<file path="src/verilog/div_pkg.sv">
`default_nettype none

package div_pkg;

    localparam int data_width  = 32;  // fixed by the ISA
    localparam int count_width = 5;   // counts 31 down to 0

    // divide opcodes
    typedef enum logic [1:0] {
        op_divu = 2'd0,  // unsigned quotient
        op_remu = 2'd1,  // unsigned remainder
        op_div  = 2'd2,  // signed quotient
        op_rem  = 2'd3   // signed remainder
    } div_op_e;

    // iterative core states
    typedef enum logic [1:0] {
        st_idle    = 2'd0,  // waiting for load
        st_iterate = 2'd1,  // one quotient bit per clock
        st_correct = 2'd2,  // final remainder restore
        st_finish  = 2'd3   // raw result valid for one cycle
    } core_state_e;

    // request as seen at the unit boundary
    typedef struct packed {
        div_op_e               op;
        logic [data_width-1:0] dividend;
        logic [data_width-1:0] divisor;
    } div_req_t;

    // prepared operands, magnitudes plus fixup flags
    typedef struct packed {
        logic [data_width-1:0] mag_dividend;
        logic [data_width-1:0] mag_divisor;
        logic                  neg_quotient;   // exactly one signed operand negative
        logic                  neg_remainder;  // signed and dividend negative
        logic                  div_zero;
        logic                  want_rem;
    } div_operands_t;

    // unsigned core result
    typedef struct packed {
        logic [data_width-1:0] quotient;
        logic [data_width-1:0] remainder;
    } div_raw_t;

    typedef struct packed {
        logic [data_width-1:0] result;
        logic                  div_zero;
    } div_resp_t;

endpackage

`default_nettype wire

</file>
<file path="src/verilog/div_operand_prep.sv">
`timescale 1ns/100ps
`default_nettype none

module div_operand_prep (
    input  wire                    clk,
    input  wire                    rst,
    input  wire                    start,
    input  wire div_pkg::div_req_t req,
    input  wire                    done,
    output div_pkg::div_operands_t operands,
    output logic                   load,
    output logic                   busy
);
    import div_pkg::*;

    logic                  accept;      // start taken this cycle
    logic                  is_signed;
    logic                  neg_dividend;
    logic                  neg_divisor;
    div_operands_t         prep;        // combinational version of operands
    logic [data_width-1:0] dividend_abs;
    logic [data_width-1:0] divisor_abs;

    assign accept = start & ~busy;  // starts during a division are dropped

    always_comb begin
        is_signed    = (req.op == op_div) || (req.op == op_rem);
        neg_dividend = is_signed & req.dividend[data_width-1];
        neg_divisor  = is_signed & req.divisor[data_width-1];

        // two's complement magnitude for signed ops only
        dividend_abs = neg_dividend ? (~req.dividend + 1'b1) : req.dividend;
        divisor_abs  = neg_divisor ? (~req.divisor + 1'b1) : req.divisor;
        // most negative value maps onto itself and stays correct unsigned

        prep.mag_dividend  = dividend_abs;
        prep.mag_divisor   = divisor_abs;
        prep.neg_quotient  = neg_dividend ^ neg_divisor;
        prep.neg_remainder = neg_dividend;  // remainder follows dividend sign
        prep.div_zero      = (req.divisor == '0);
        prep.want_rem      = (req.op == op_remu) || (req.op == op_rem);
    end

    // operand payload captured on accept
    always_ff @(posedge clk) begin
        if (accept) begin
            operands <= prep;
        end
    end

    // load strobe and busy level
    always_ff @(posedge clk) begin
        if (rst) begin
            load <= 1'b0;
            busy <= 1'b0;
        end else begin
            load <= accept;  // one cycle strobe for the core
            if (accept) begin
                busy <= 1'b1;
            end else if (done) begin
                busy <= 1'b0;  // drops the cycle after done
            end
        end
    end

endmodule

`default_nettype wire

</file>
<file path="src/verilog/divider_core.sv">
`timescale 1ns/100ps
`default_nettype none

// non-restoring unsigned divide, one quotient bit per clock
//
// rem holds one guard bit above the data width so the sign of the
// partial remainder survives the add/subtract step
module divider_core (
    input  wire                         clk,
    input  wire                         rst,
    input  wire                         load,
    input  wire div_pkg::div_operands_t operands,
    output div_pkg::div_raw_t           raw,
    output logic                        raw_valid
);
    import div_pkg::*;

    core_state_e                state;
    logic [count_width-1:0]     count_q;    // iterations left minus one
    logic signed [data_width:0] rem_q;      // partial remainder
    logic [data_width-1:0]      quo_q;      // dividend shifts out, quotient in
    logic signed [data_width:0] dvs_q;      // divisor, zero extended
    logic signed [data_width:0] rem_shift;
    logic signed [data_width:0] rem_next;
    logic                       rem_neg;

    assign rem_neg = rem_q[data_width];  // sign of current partial remainder

    // shift rem/quo pair left, then add or subtract divisor
    always_comb begin
        rem_shift = {rem_q[data_width-1:0], quo_q[data_width-1]};
        if (rem_neg) begin
            rem_next = rem_shift + dvs_q;  // negative so add back
        end else begin
            rem_next = rem_shift - dvs_q;
        end
    end

    // control, state and bit counter
    always_ff @(posedge clk) begin
        if (rst) begin
            state   <= st_idle;
            count_q <= '0;
        end else begin
            case (state)
                st_idle: begin
                    if (load) begin
                        state   <= st_iterate;
                        count_q <= count_width'(data_width - 1);  // 31
                    end
                end
                st_iterate: begin
                    if (count_q == '0) begin
                        state <= st_correct;  // last bit retired
                    end else begin
                        count_q <= count_q - 1'b1;
                    end
                end
                st_correct: begin
                    state <= st_finish;
                end
                st_finish: begin
                    state <= st_idle;  // hand-off cycle done
                end
                default: begin
                    state <= st_idle;
                end
            endcase
        end
    end

    // datapath registers
    always_ff @(posedge clk) begin
        case (state)
            st_idle: begin
                if (load) begin
                    rem_q <= '0;
                    quo_q <= operands.mag_dividend;           // dividend shifts through quo
                    dvs_q <= {1'b0, operands.mag_divisor};
                end
            end
            st_iterate: begin
                rem_q <= rem_next;
                // new quotient bit is inverse of result sign
                quo_q <= {quo_q[data_width-2:0], ~rem_next[data_width]};
            end
            st_correct: begin
                if (rem_neg) begin
                    rem_q <= rem_q + dvs_q;  // restore once at the end
                end
            end
            default: begin
                // hold, raw stays stable until next load
            end
        endcase
    end

    // zero divisor falls out naturally
    // every step subtracts 0 so quotient is all ones, remainder is dividend

    assign raw.quotient  = quo_q;
    assign raw.remainder = rem_q[data_width-1:0];  // guard bit is 0 after correct
    assign raw_valid     = (state == st_finish);     // single cycle

endmodule

`default_nettype wire

</file>
<file path="src/verilog/div_result_fix.sv">
`timescale 1ns/100ps
`default_nettype none

module div_result_fix (
    input  wire                         clk,
    input  wire                         rst,
    input  wire div_pkg::div_operands_t operands,
    input  wire div_pkg::div_raw_t      raw,
    input  wire                         raw_valid,
    output div_pkg::div_resp_t          resp,
    output logic                        done
);
    import div_pkg::*;

    logic [data_width-1:0] quo_fix;
    logic [data_width-1:0] rem_fix;
    logic [data_width-1:0] sel_result;

    always_comb begin
        // sign restore
        quo_fix = operands.neg_quotient ? (~raw.quotient + 1'b1) : raw.quotient;
        rem_fix = operands.neg_remainder ? (~raw.remainder + 1'b1) : raw.remainder;

        // div by zero, quotient all ones even for signed ops
        if (operands.div_zero) begin
            quo_fix = '1;
        end
        // remainder is already the signed dividend here
        // core gives mag_dividend and neg_remainder puts the sign back

        // min_int / -1 wraps to 0x80000000, rem 0, nothing extra

        sel_result = operands.want_rem ? rem_fix : quo_fix;
    end

    // response payload, held until next done
    always_ff @(posedge clk) begin
        if (raw_valid) begin
            resp.result   <= sel_result;
            resp.div_zero <= operands.div_zero;
        end
    end

    always_ff @(posedge clk) begin
        if (rst) begin
            done <= 1'b0;
        end else begin
            done <= raw_valid;  // one cycle pulse with resp
        end
    end

endmodule

`default_nettype wire

</file>
<file path="src/verilog/div_unit_top.sv">
`timescale 1ns/100ps
`default_nettype none

// 32-bit divide unit, divu/remu/div/rem, fixed 36 cycle latency
module div_unit_top (
    input  wire                    clk,
    input  wire                    rst,
    input  wire                    start,
    input  wire div_pkg::div_req_t req,
    output logic                   busy,
    output logic                   done,
    output div_pkg::div_resp_t     resp
);
    import div_pkg::*;

    div_operands_t operands;   // registered magnitudes and flags
    logic          load;       // core load strobe
    div_raw_t      raw;        // unsigned quotient/remainder
    logic          raw_valid;

    // input side
    div_operand_prep u_prep (
        .clk      (clk),
        .rst      (rst),
        .start    (start),
        .req      (req),
        .done     (done),      // releases busy
        .operands (operands),
        .load     (load),
        .busy     (busy)
    );

    // iterative core
    divider_core u_core (
        .clk       (clk),
        .rst       (rst),
        .load      (load),
        .operands  (operands),
        .raw       (raw),
        .raw_valid (raw_valid)
    );

    // output side
    div_result_fix u_fix (
        .clk       (clk),
        .rst       (rst),
        .operands  (operands),  // flags stay stable for the whole division
        .raw       (raw),
        .raw_valid (raw_valid),
        .resp      (resp),
        .done      (done)
    );

endmodule

`default_nettype wire

</file>
<file path="config.mk">
export PLATFORM = sky130hd
export DESIGN_NAME = div_unit_top
export DESIGN_NICKNAME = d
export VERILOG_FILES = /design/src/verilog/div_pkg.sv /design/src/verilog/div_operand_prep.sv /design/src/verilog/divider_core.sv /design/src/verilog/div_result_fix.sv /design/src/verilog/div_unit_top.sv
export SDC_FILE = /design/constraint.sdc
export NUM_CORES = 1
export LEC_CHECK = 0
export BUFFER_PORTS_ARGS = -buffer_cell sky130_fd_sc_hd__buf_2
export CORE_UTILIZATION = 60
export DETAILED_ROUTE_END_ITERATION = 10
export PLACE_DENSITY = 0.8
export SETUP_SLACK_MARGIN = 0.15
export SLEW_MARGIN = 0
export SYNTH_ARGS = -nofsm -noshare
export SYNTH_HDL_FRONTEND = slang
export SYNTH_SLANG_ARGS = --single-unit
</file>
<file path="constraint.sdc">
create_clock -name clk -period 4.8 [get_ports clk]
set_input_delay 0.96 -clock clk [delete_from_list [all_inputs] [get_ports clk]]
set_output_delay 0.96 -clock clk [all_outputs]
set_load 0.01 [all_outputs]
</file>
==> flow_metrics.py, run 1 <==
metrics = {
    "placement": {
        "hpwl_mm": 25.65,
        "gp_congestion": 0.8843,
        "port_buffers": 103,
    },
    "detailed_routing": {
        "m1WireLength_mm": 14.25,
        "drt_iter0_markers": 934,
        "drt_pass1_iterations": 5,
        "dr_total_vias": 11010,
        "vias_per_cell": 6.163,
        "met2_wirelength_mm": 16.86,
        "drtAntennaViolNets": 0,
        "wire_per_inst_um": 19.15,
        "drc_errors": 0,
        "maxUsedRoutingLayer": "met4",
        "finalWirelength_mm": 34.20,
        "dr_wl_met3_mm": 1.649,
    },
    "critical_path": {
        "worstPathRequired_ps": 5060,
        "startpoint_type": "flip-flop",
        "cp_top_family": "simple AND/OR/NAND/NOR gates",
        "cp_max_fo": 7,
        "crit_type": "reg -> reg",
        "crit_top_cell": "nor2_1",
        "timing.rr.end": "u_core.quo_q[0]",
        "rrSetupSlack_ps": 510,
        "critPathSlowestCell": "or4_1",
        "ff2ff_path_depth": 15,
        "cp-end-kind": "flip-flop",
        "crit_arrival_ps": 4550,
        "path_cells": "nor3_1 -> nor3b_1 -> and2_1 -> nand2_1 -> nor2_1 -> nor2_1 -> xor2_1 -> ha_1 -> nand3_1 -> or4_1 -> or2_2 -> o22ai_1 -> o21ai_0 -> xnor2_1 -> mux2_2",
        "path_buf_inv": 0,
        "regToRegStartpoint": "u_core.dvs_q[10]",
        "max_stage_delay_ps": 560,
    },
    "logic_synthesis": {
        "synthMuxAreaShare": 0.02865,
        "synth-seq-cells": 208,
        "synth_compound_area_frac": 0.1710,
        "yosys_warnings": 0,
        "syn_inst": 1364,
        "syn-num-nets": 1513,
        "synth_area_um2": 14020,
        "synthSimpleGateAreaFrac": 0.1354,
        "synth_adder_area_share": 0.07247,
        "synth.distinct_cells": 68,
        "ys_seq_area_frac": 0.4384,
        "async_flop_share": 0,
        "synth_top_family_by_area": "compound AO/OA/AOI/OAI gates",
        "synth-edff-count": 198,
        "synth_xor_area_frac": 0.1300,
        "synth.avg_cell_area_um2": 10.28,
        "synth_top_flop_cell": "edfxtp_1",
    },
    "clock_network": {
        "path_clk_slew_ps": 60,
        "clock-sinks": 208,
        "cts_setup_buffers": 0,
        "htree_levels": 1,
        "cts-root-buf": "clkbuf_16",
        "postCtsHoldBufs": 0,
        "clockBufferDepth": 3,
        "cts-buffers-inserted": 23,
        "cts_tree": "done",
        "cts_resized": 0,
        "clkLatencyLatePin_ps": 520,
    },
    "global_route": {
        "grt_pass1_vias": 10570,
        "grt_max_degree": 51,
        "grt_overflow": 0,
        "antenna_found_initial": 0,
        "gr-usage-all-layers": 0.2856,
        "grt_pass1_wl_mm": 54.03,
    },
    "finish": {
        "antenna_cells": 0,
        "syn_to_final_growth_pct": 11.51,
        "drive_gt1_frac": 0.1419,
        "nets": 1607,
        "fill_cells": 1736,
    },
    "timing": {
        "setup_viol": 0,
        "finalHoldViolations": 0,
        "fin_crit_sh": 0.8940,
        "rsz0062_at_grt": "no",
        "min_period_ps": 4291,
        "slew_viol_final": 0,
        "worstMarginPinSlew_ps": 1051,
        "max_slew_margin": 0.2976,
        "tns_ps": 0,
        "clock-skew-final_ps": 18.55,
        "fmax_ghz": 0.2330,
    },
    "floorplan": {
        "die_w_um": 154.9,
        "fp.dieH_um": 154.9,
        "ios": 104,
        "num_rows": 55,
        "core_region_area_um2": 22780,
        "dieArea_um2": 23980,
        "initial_core_util": 0.6154,
    },
    "hold_path": {
        "whs_endpoint": "u_core.dvs_q[28]",
        "min_from": "u_prep.operands[32]",
        "worstHoldPathCells": 0,
        "hold_class": "reg -> reg",
    },
    "power": {
        "power.leakage_uw": 0.005857,
        "worst_ir_drop_vdd_mv": 0.4870,
        "power_density_nw_per_um2": 656.5,
        "report.power.total_uw": 10260,
    },
    "flow_run": {
        "maxCapViolations": 0,
    },
    "outcome": {
        "status": "finished, final reports clean",
    },
}
==> cells in the mapped netlist, drive strengths merged, types with 10 or more instances <==
| cell type | count | share of area |
|---|---|---|
| o41ai | 17 | 0.011 |
| nor2 | 80 | 0.021 |
| nand3 | 21 | 0.0075 |
| o31ai | 31 | 0.018 |
| nand4 | 13 | 0.0058 |
| inv | 38 | 0.010 |
| edfxtp | 198 | 0.42 |
| nor3 | 32 | 0.011 |
| nand2b | 14 | 0.0068 |
| xnor2 | 81 | 0.051 |
| a21o | 21 | 0.011 |
| dfxtp | 10 | 0.014 |
| xor2 | 127 | 0.079 |
| a22oi | 36 | 0.019 |
| a21oi | 109 | 0.039 |
| and2 | 13 | 0.0058 |
| o22ai | 20 | 0.0089 |
| nand2 | 91 | 0.024 |
| or3 | 11 | 0.0056 |
| a31oi | 11 | 0.0049 |
| nor2b | 31 | 0.014 |
| clkbuf | 47 | 0.013 |
| mux2 | 33 | 0.027 |
| ha | 78 | 0.070 |
| o21ai | 74 | 0.026 |
| nor4 | 19 | 0.0085 |
| or4 | 15 | 0.0088 |
==> registers in the layout (all words and copies together), names as in the netlist <==
| register | flops |
|---|---|
| u_core.rem_q | 33 |
| u_core.dvs_q | 32 |
| u_prep.operands | 68 |
| u_core.state | 2 |
| u_prep.load | 1 |
| u_core.count_q | 5 |
| u_fix.resp | 33 |
| u_fix.done | 1 |
| u_core.quo_q | 32 |
| u_prep.busy | 1 |
==> where the power goes <==
group          switching [µW]  total [µW]  internal, µW
Sequential                576        3170          2600
Clock                     701        1700           994
Combinational            3160        5390          2230
==> cell type report <==
class	instances	area (µm²)	share of cell area
clock inverters	8	98.84	0.006323
well taps	313	391.6	0.02505
inverters	38	142.6	0.009124
clock buffers	32	609.3	0.03898
multi-input cells	1066	7581	0.4850
repair buffers	121	663.1	0.04242
flip-flops and latches	208	6146	0.3931
==> per-layer routing <==
layer | track usage | vias up
li1 | - | 5330
met1 | 0.3657 | 5253
met2 | 0.4949 | 339
met3 | 0.02813 | 85
met4 | 0.1240 | 0
met5 | 0 | -
==> metrics by stage <==
step	cell area, µm²	setup WS (ps)	instances	hold slack (ps)	util
6_report	15630	508.8	1786	415.2	0.6863
5_1_grt	15630	153.8	1786	421.4	0.6863
4_1_cts	15600	346.3	1786	416.8	0.6849
3_5_place_dp	14890	396.7	1746	404.5	0.6538
3_3_place_gp	14890	411.1	1746	404.2	0.6538
2_1_floorplan	14020	332.3	1364	400.3	-
==> cell usage in the layout (no fill, tap or decap), drive strengths merged, types with 11 or more instances in the layout <==
master	n
a21o	21
a21oi	109
a22oi	36
a31oi	11
and2	13
buf	121
clkbuf	32
edfxtp	198
ha	78
inv	40
mux2	33
nand2	91
nand2b	14
nand3	21
nand4	13
nor2	80
nor2b	31
nor3	32
nor4	19
o21ai	74
o22ai	20
o31ai	31
o41ai	17
or3	11
or4	15
xnor2	81
xor2	127
==> cells by family (layout without fill, tap and decap cells) <==
logic type      count (synthesis)  after routing
compound gates                373            373
xor+xnor                      208            208
fa+ha+maj                      80             80
buf+inv                        90            199
flops                         208            208
mux                            36             36
simple gates                  369            369
==> worst max path at each step <==
stage / from / to / slack [ps] / cells past startpoint
6_report: u_core.dvs_q[10] / u_core.quo_q[0] / 510 / 15
5_1_grt: u_core.dvs_q[4] / u_core.rem_q[31] / 150 / 17
4_1_cts: u_core.dvs_q[4] / u_core.rem_q[31] / 350 / 18
3_5_place_dp: u_core.dvs_q[4] / u_core.rem_q[31] / 400 / 18
3_3_place_gp: u_core.dvs_q[4] / u_core.rem_q[31] / 410 / 18
2_1_floorplan: start / u_prep.operands[0] / 330 / 1
Note: power is estimated with default switching activity, not from simulation.
==> inputs of run 2 (changes only) <==
--- a/config.mk
+++ b/config.mk
@@ -6,9 +6,8 @@
 export NUM_CORES = 1
 export LEC_CHECK = 0
 export BUFFER_PORTS_ARGS = -buffer_cell sky130_fd_sc_hd__buf_2
-export CORE_UTILIZATION = 60
+export CORE_UTILIZATION = 45
 export DETAILED_ROUTE_END_ITERATION = 10
-export PLACE_DENSITY = 0.8
 export SETUP_SLACK_MARGIN = 0.15
 export SLEW_MARGIN = 0
 export SYNTH_ARGS = -nofsm -noshare
==> run 2 against run 1 <==
Clock skew fell by 3.5 ps. Sequential cell count unchanged. Cell count grew 4.9%. Wire length grew 2.0%. Sequential power about the same. Fmax fell by 0.82%. Highest routed layer unchanged.
==> flow_metrics.py, run 2 (synthesized netlist as in run 1, its figures left out) <==
metrics = {
    "clock_network": {
        "cts_setup_buffers": 0,
        "cts-buffers-inserted": 24,
        "clkLatencyLatePin_ps": 530,
        "postCtsHoldBufs": 0,
        "path_clk_slew_ps": 60,
        "htree_levels": 1,
        "cts-root-buf": "clkbuf_16",
        "cts_tree": "done",
        "cts_resized": 0,
        "clock-sinks": 208,
        "clockBufferDepth": 3,
    },
    "detailed_routing": {
        "drt_iter0_markers": 678,
        "wire_per_inst_um": 18.61,
        "vias_per_cell": 5.729,
        "finalWirelength_mm": 34.88,
        "drc_errors": 0,
        "maxUsedRoutingLayer": "met4",
        "dr_wl_met3_mm": 1.156,
        "drtAntennaViolNets": 0,
        "m1WireLength_mm": 15.74,
        "drt_pass1_iterations": 5,
        "met2_wirelength_mm": 16.96,
        "dr_total_vias": 10740,
    },
    "power": {
        "worst_ir_drop_vdd_mv": 0.5504,
        "power.leakage_uw": 0.005908,
        "power_density_nw_per_um2": 657.0,
    },
    "global_route": {
        "grt_pass1_wl_mm": 54.70,
        "antenna_found_initial": 0,
        "grt_max_degree": 47,
        "grt_overflow": 0,
        "grt_pass1_vias": 10210,
        "gr-usage-all-layers": 0.2209,
    },
    "outcome": {
        "status": "finished, final reports clean",
    },
    "timing": {
        "setup_viol": 0,
        "clock-skew-final_ps": 15.01,
        "fin_crit_sh": 0.9014,
        "slew_viol_final": 0,
        "worstMarginPinSlew_ps": 1071,
        "max_slew_margin": 0.2860,
        "fmax_ghz": 0.2311,
        "rsz0062_at_grt": "no",
        "min_period_ps": 4327,
        "finalHoldViolations": 0,
        "hold_ws_ps": 416.4,
        "tns_ps": 0,
    },
    "critical_path": {
        "cp-end-kind": "flip-flop",
        "cp_max_fo": 7,
        "crit_type": "reg -> reg",
        "worstPathRequired_ps": 5070,
        "crit_arrival_ps": 4600,
        "startpoint_type": "flip-flop",
    },
    "finish": {
        "syn_to_final_growth_pct": 12.88,
        "reg_top3": "u_prep.operands (68), u_core.rem_q (33), u_fix.resp (33)",
        "regArea_um2": 6146,
        "largest_reg_flops": 68,
        "regMostFlops": "u_prep.operands",
        "drive_gt1_frac": 0.1428,
        "nets": 1609,
        "antenna_cells": 0,
        "final_common_cell": "edfxtp_1",
        "fill_cells": 2811,
        "multi_input_area_um2": 7577,
        "mostFrequentLayoutCells": "198 x edfxtp_1, 127 x xor2_1, 109 x a21oi_1, 103 x buf_2, 91 x nand2_1",
    },
    "placement": {
        "hpwl_mm": 26.72,
        "gp_congestion": 0.8938,
        "port_buffers": 103,
    },
    "floorplan": {
        "ios": 104,
        "core_region_area_um2": 30590,
        "dieArea_um2": 31860,
        "fp.dieH_um": 178.5,
        "num_rows": 64,
        "initial_core_util": 0.4583,
        "die_w_um": 178.5,
    },
    "hold_path": {
        "hold_class": "reg -> reg",
    },
    "flow_run": {
        "maxCapViolations": 0,
    },
}
==> run 2: metrics by stage <==
| stage | instance area, µm² | utilization | total power, µW | std cells | setup WS [ps] |
|---|---|---|---|---|---|
| 3_3_place_gp | 15000 | 0.4905 | 8510 | 1830 | 370.5 |
| 3_5_place_dp | 15000 | 0.4905 | 8531 | 1830 | 345.1 |
| 2_1_floorplan | 14020 | - | 7049 | 1364 | 332.3 |
| 4_1_cts | 15800 | 0.5164 | 10420 | 1874 | 303.6 |
| 5_1_grt | 15820 | 0.5173 | 11160 | 1874 | 154.7 |
| 6_report | 15820 | 0.5173 | 10400 | 1874 | 473.5 |
==> run 2: final cells by class <==
class / instances / share of cell area
repair buffers: 122 / 0.04238
inverters: 38 / 0.009014
flip-flops and latches: 208 / 0.3884
multi-input cells: 1066 / 0.4788
clock buffers: 28 / 0.04025
well taps: 396 / 0.03131
clock inverters: 16 / 0.009805
==> run 2: critical path: stages (launching register included) <==
cell	delay [ps]
edfxtp_1	500
inv_1	120
ha_1	220
and4bb_2	310
and2_1	210
nand2_1	120
nor3_1	300
a21oi_1	130
xor2_1	160
ha_1	370
a21o_1	210
a21o_1	180
a21oi_1	230
nor2b_1	120
nor3_1	180
nor3_1	60
a2111oi_0	280
nand3_1	130
a22o_1	240
==> run 2: final timing paths <==
| kind | startpoint | cells past startpoint | slack, ps | end |
|---|---|---|---|---|
| hold reg to reg | u_prep.operands[7] | 0 | 420 | u_core.dvs_q[3] |
| setup / recovery | u_core.dvs_q[1] | 18 | 470 | u_core.rem_q[31] |
| hold / removal | u_prep.operands[7] | 0 | 420 | u_core.dvs_q[3] |
| setup reg to reg | u_core.dvs_q[1] | 18 | 470 | u_core.rem_q[31] |
==> run 2: per-layer routing <==
layer | vias to the layer above | global-route usage
met4 | 0 | 0.06497
met3 | 52 | 0.02621
met1 | 5160 | 0.2962
li1 | 5321 | -
met2 | 203 | 0.3729
met5 | - | 0
==> run 2: where the power goes <==
group	internal [µW]	switching [µW]
sequential	2600	565
clock	1110	736
combinational	2250	3140
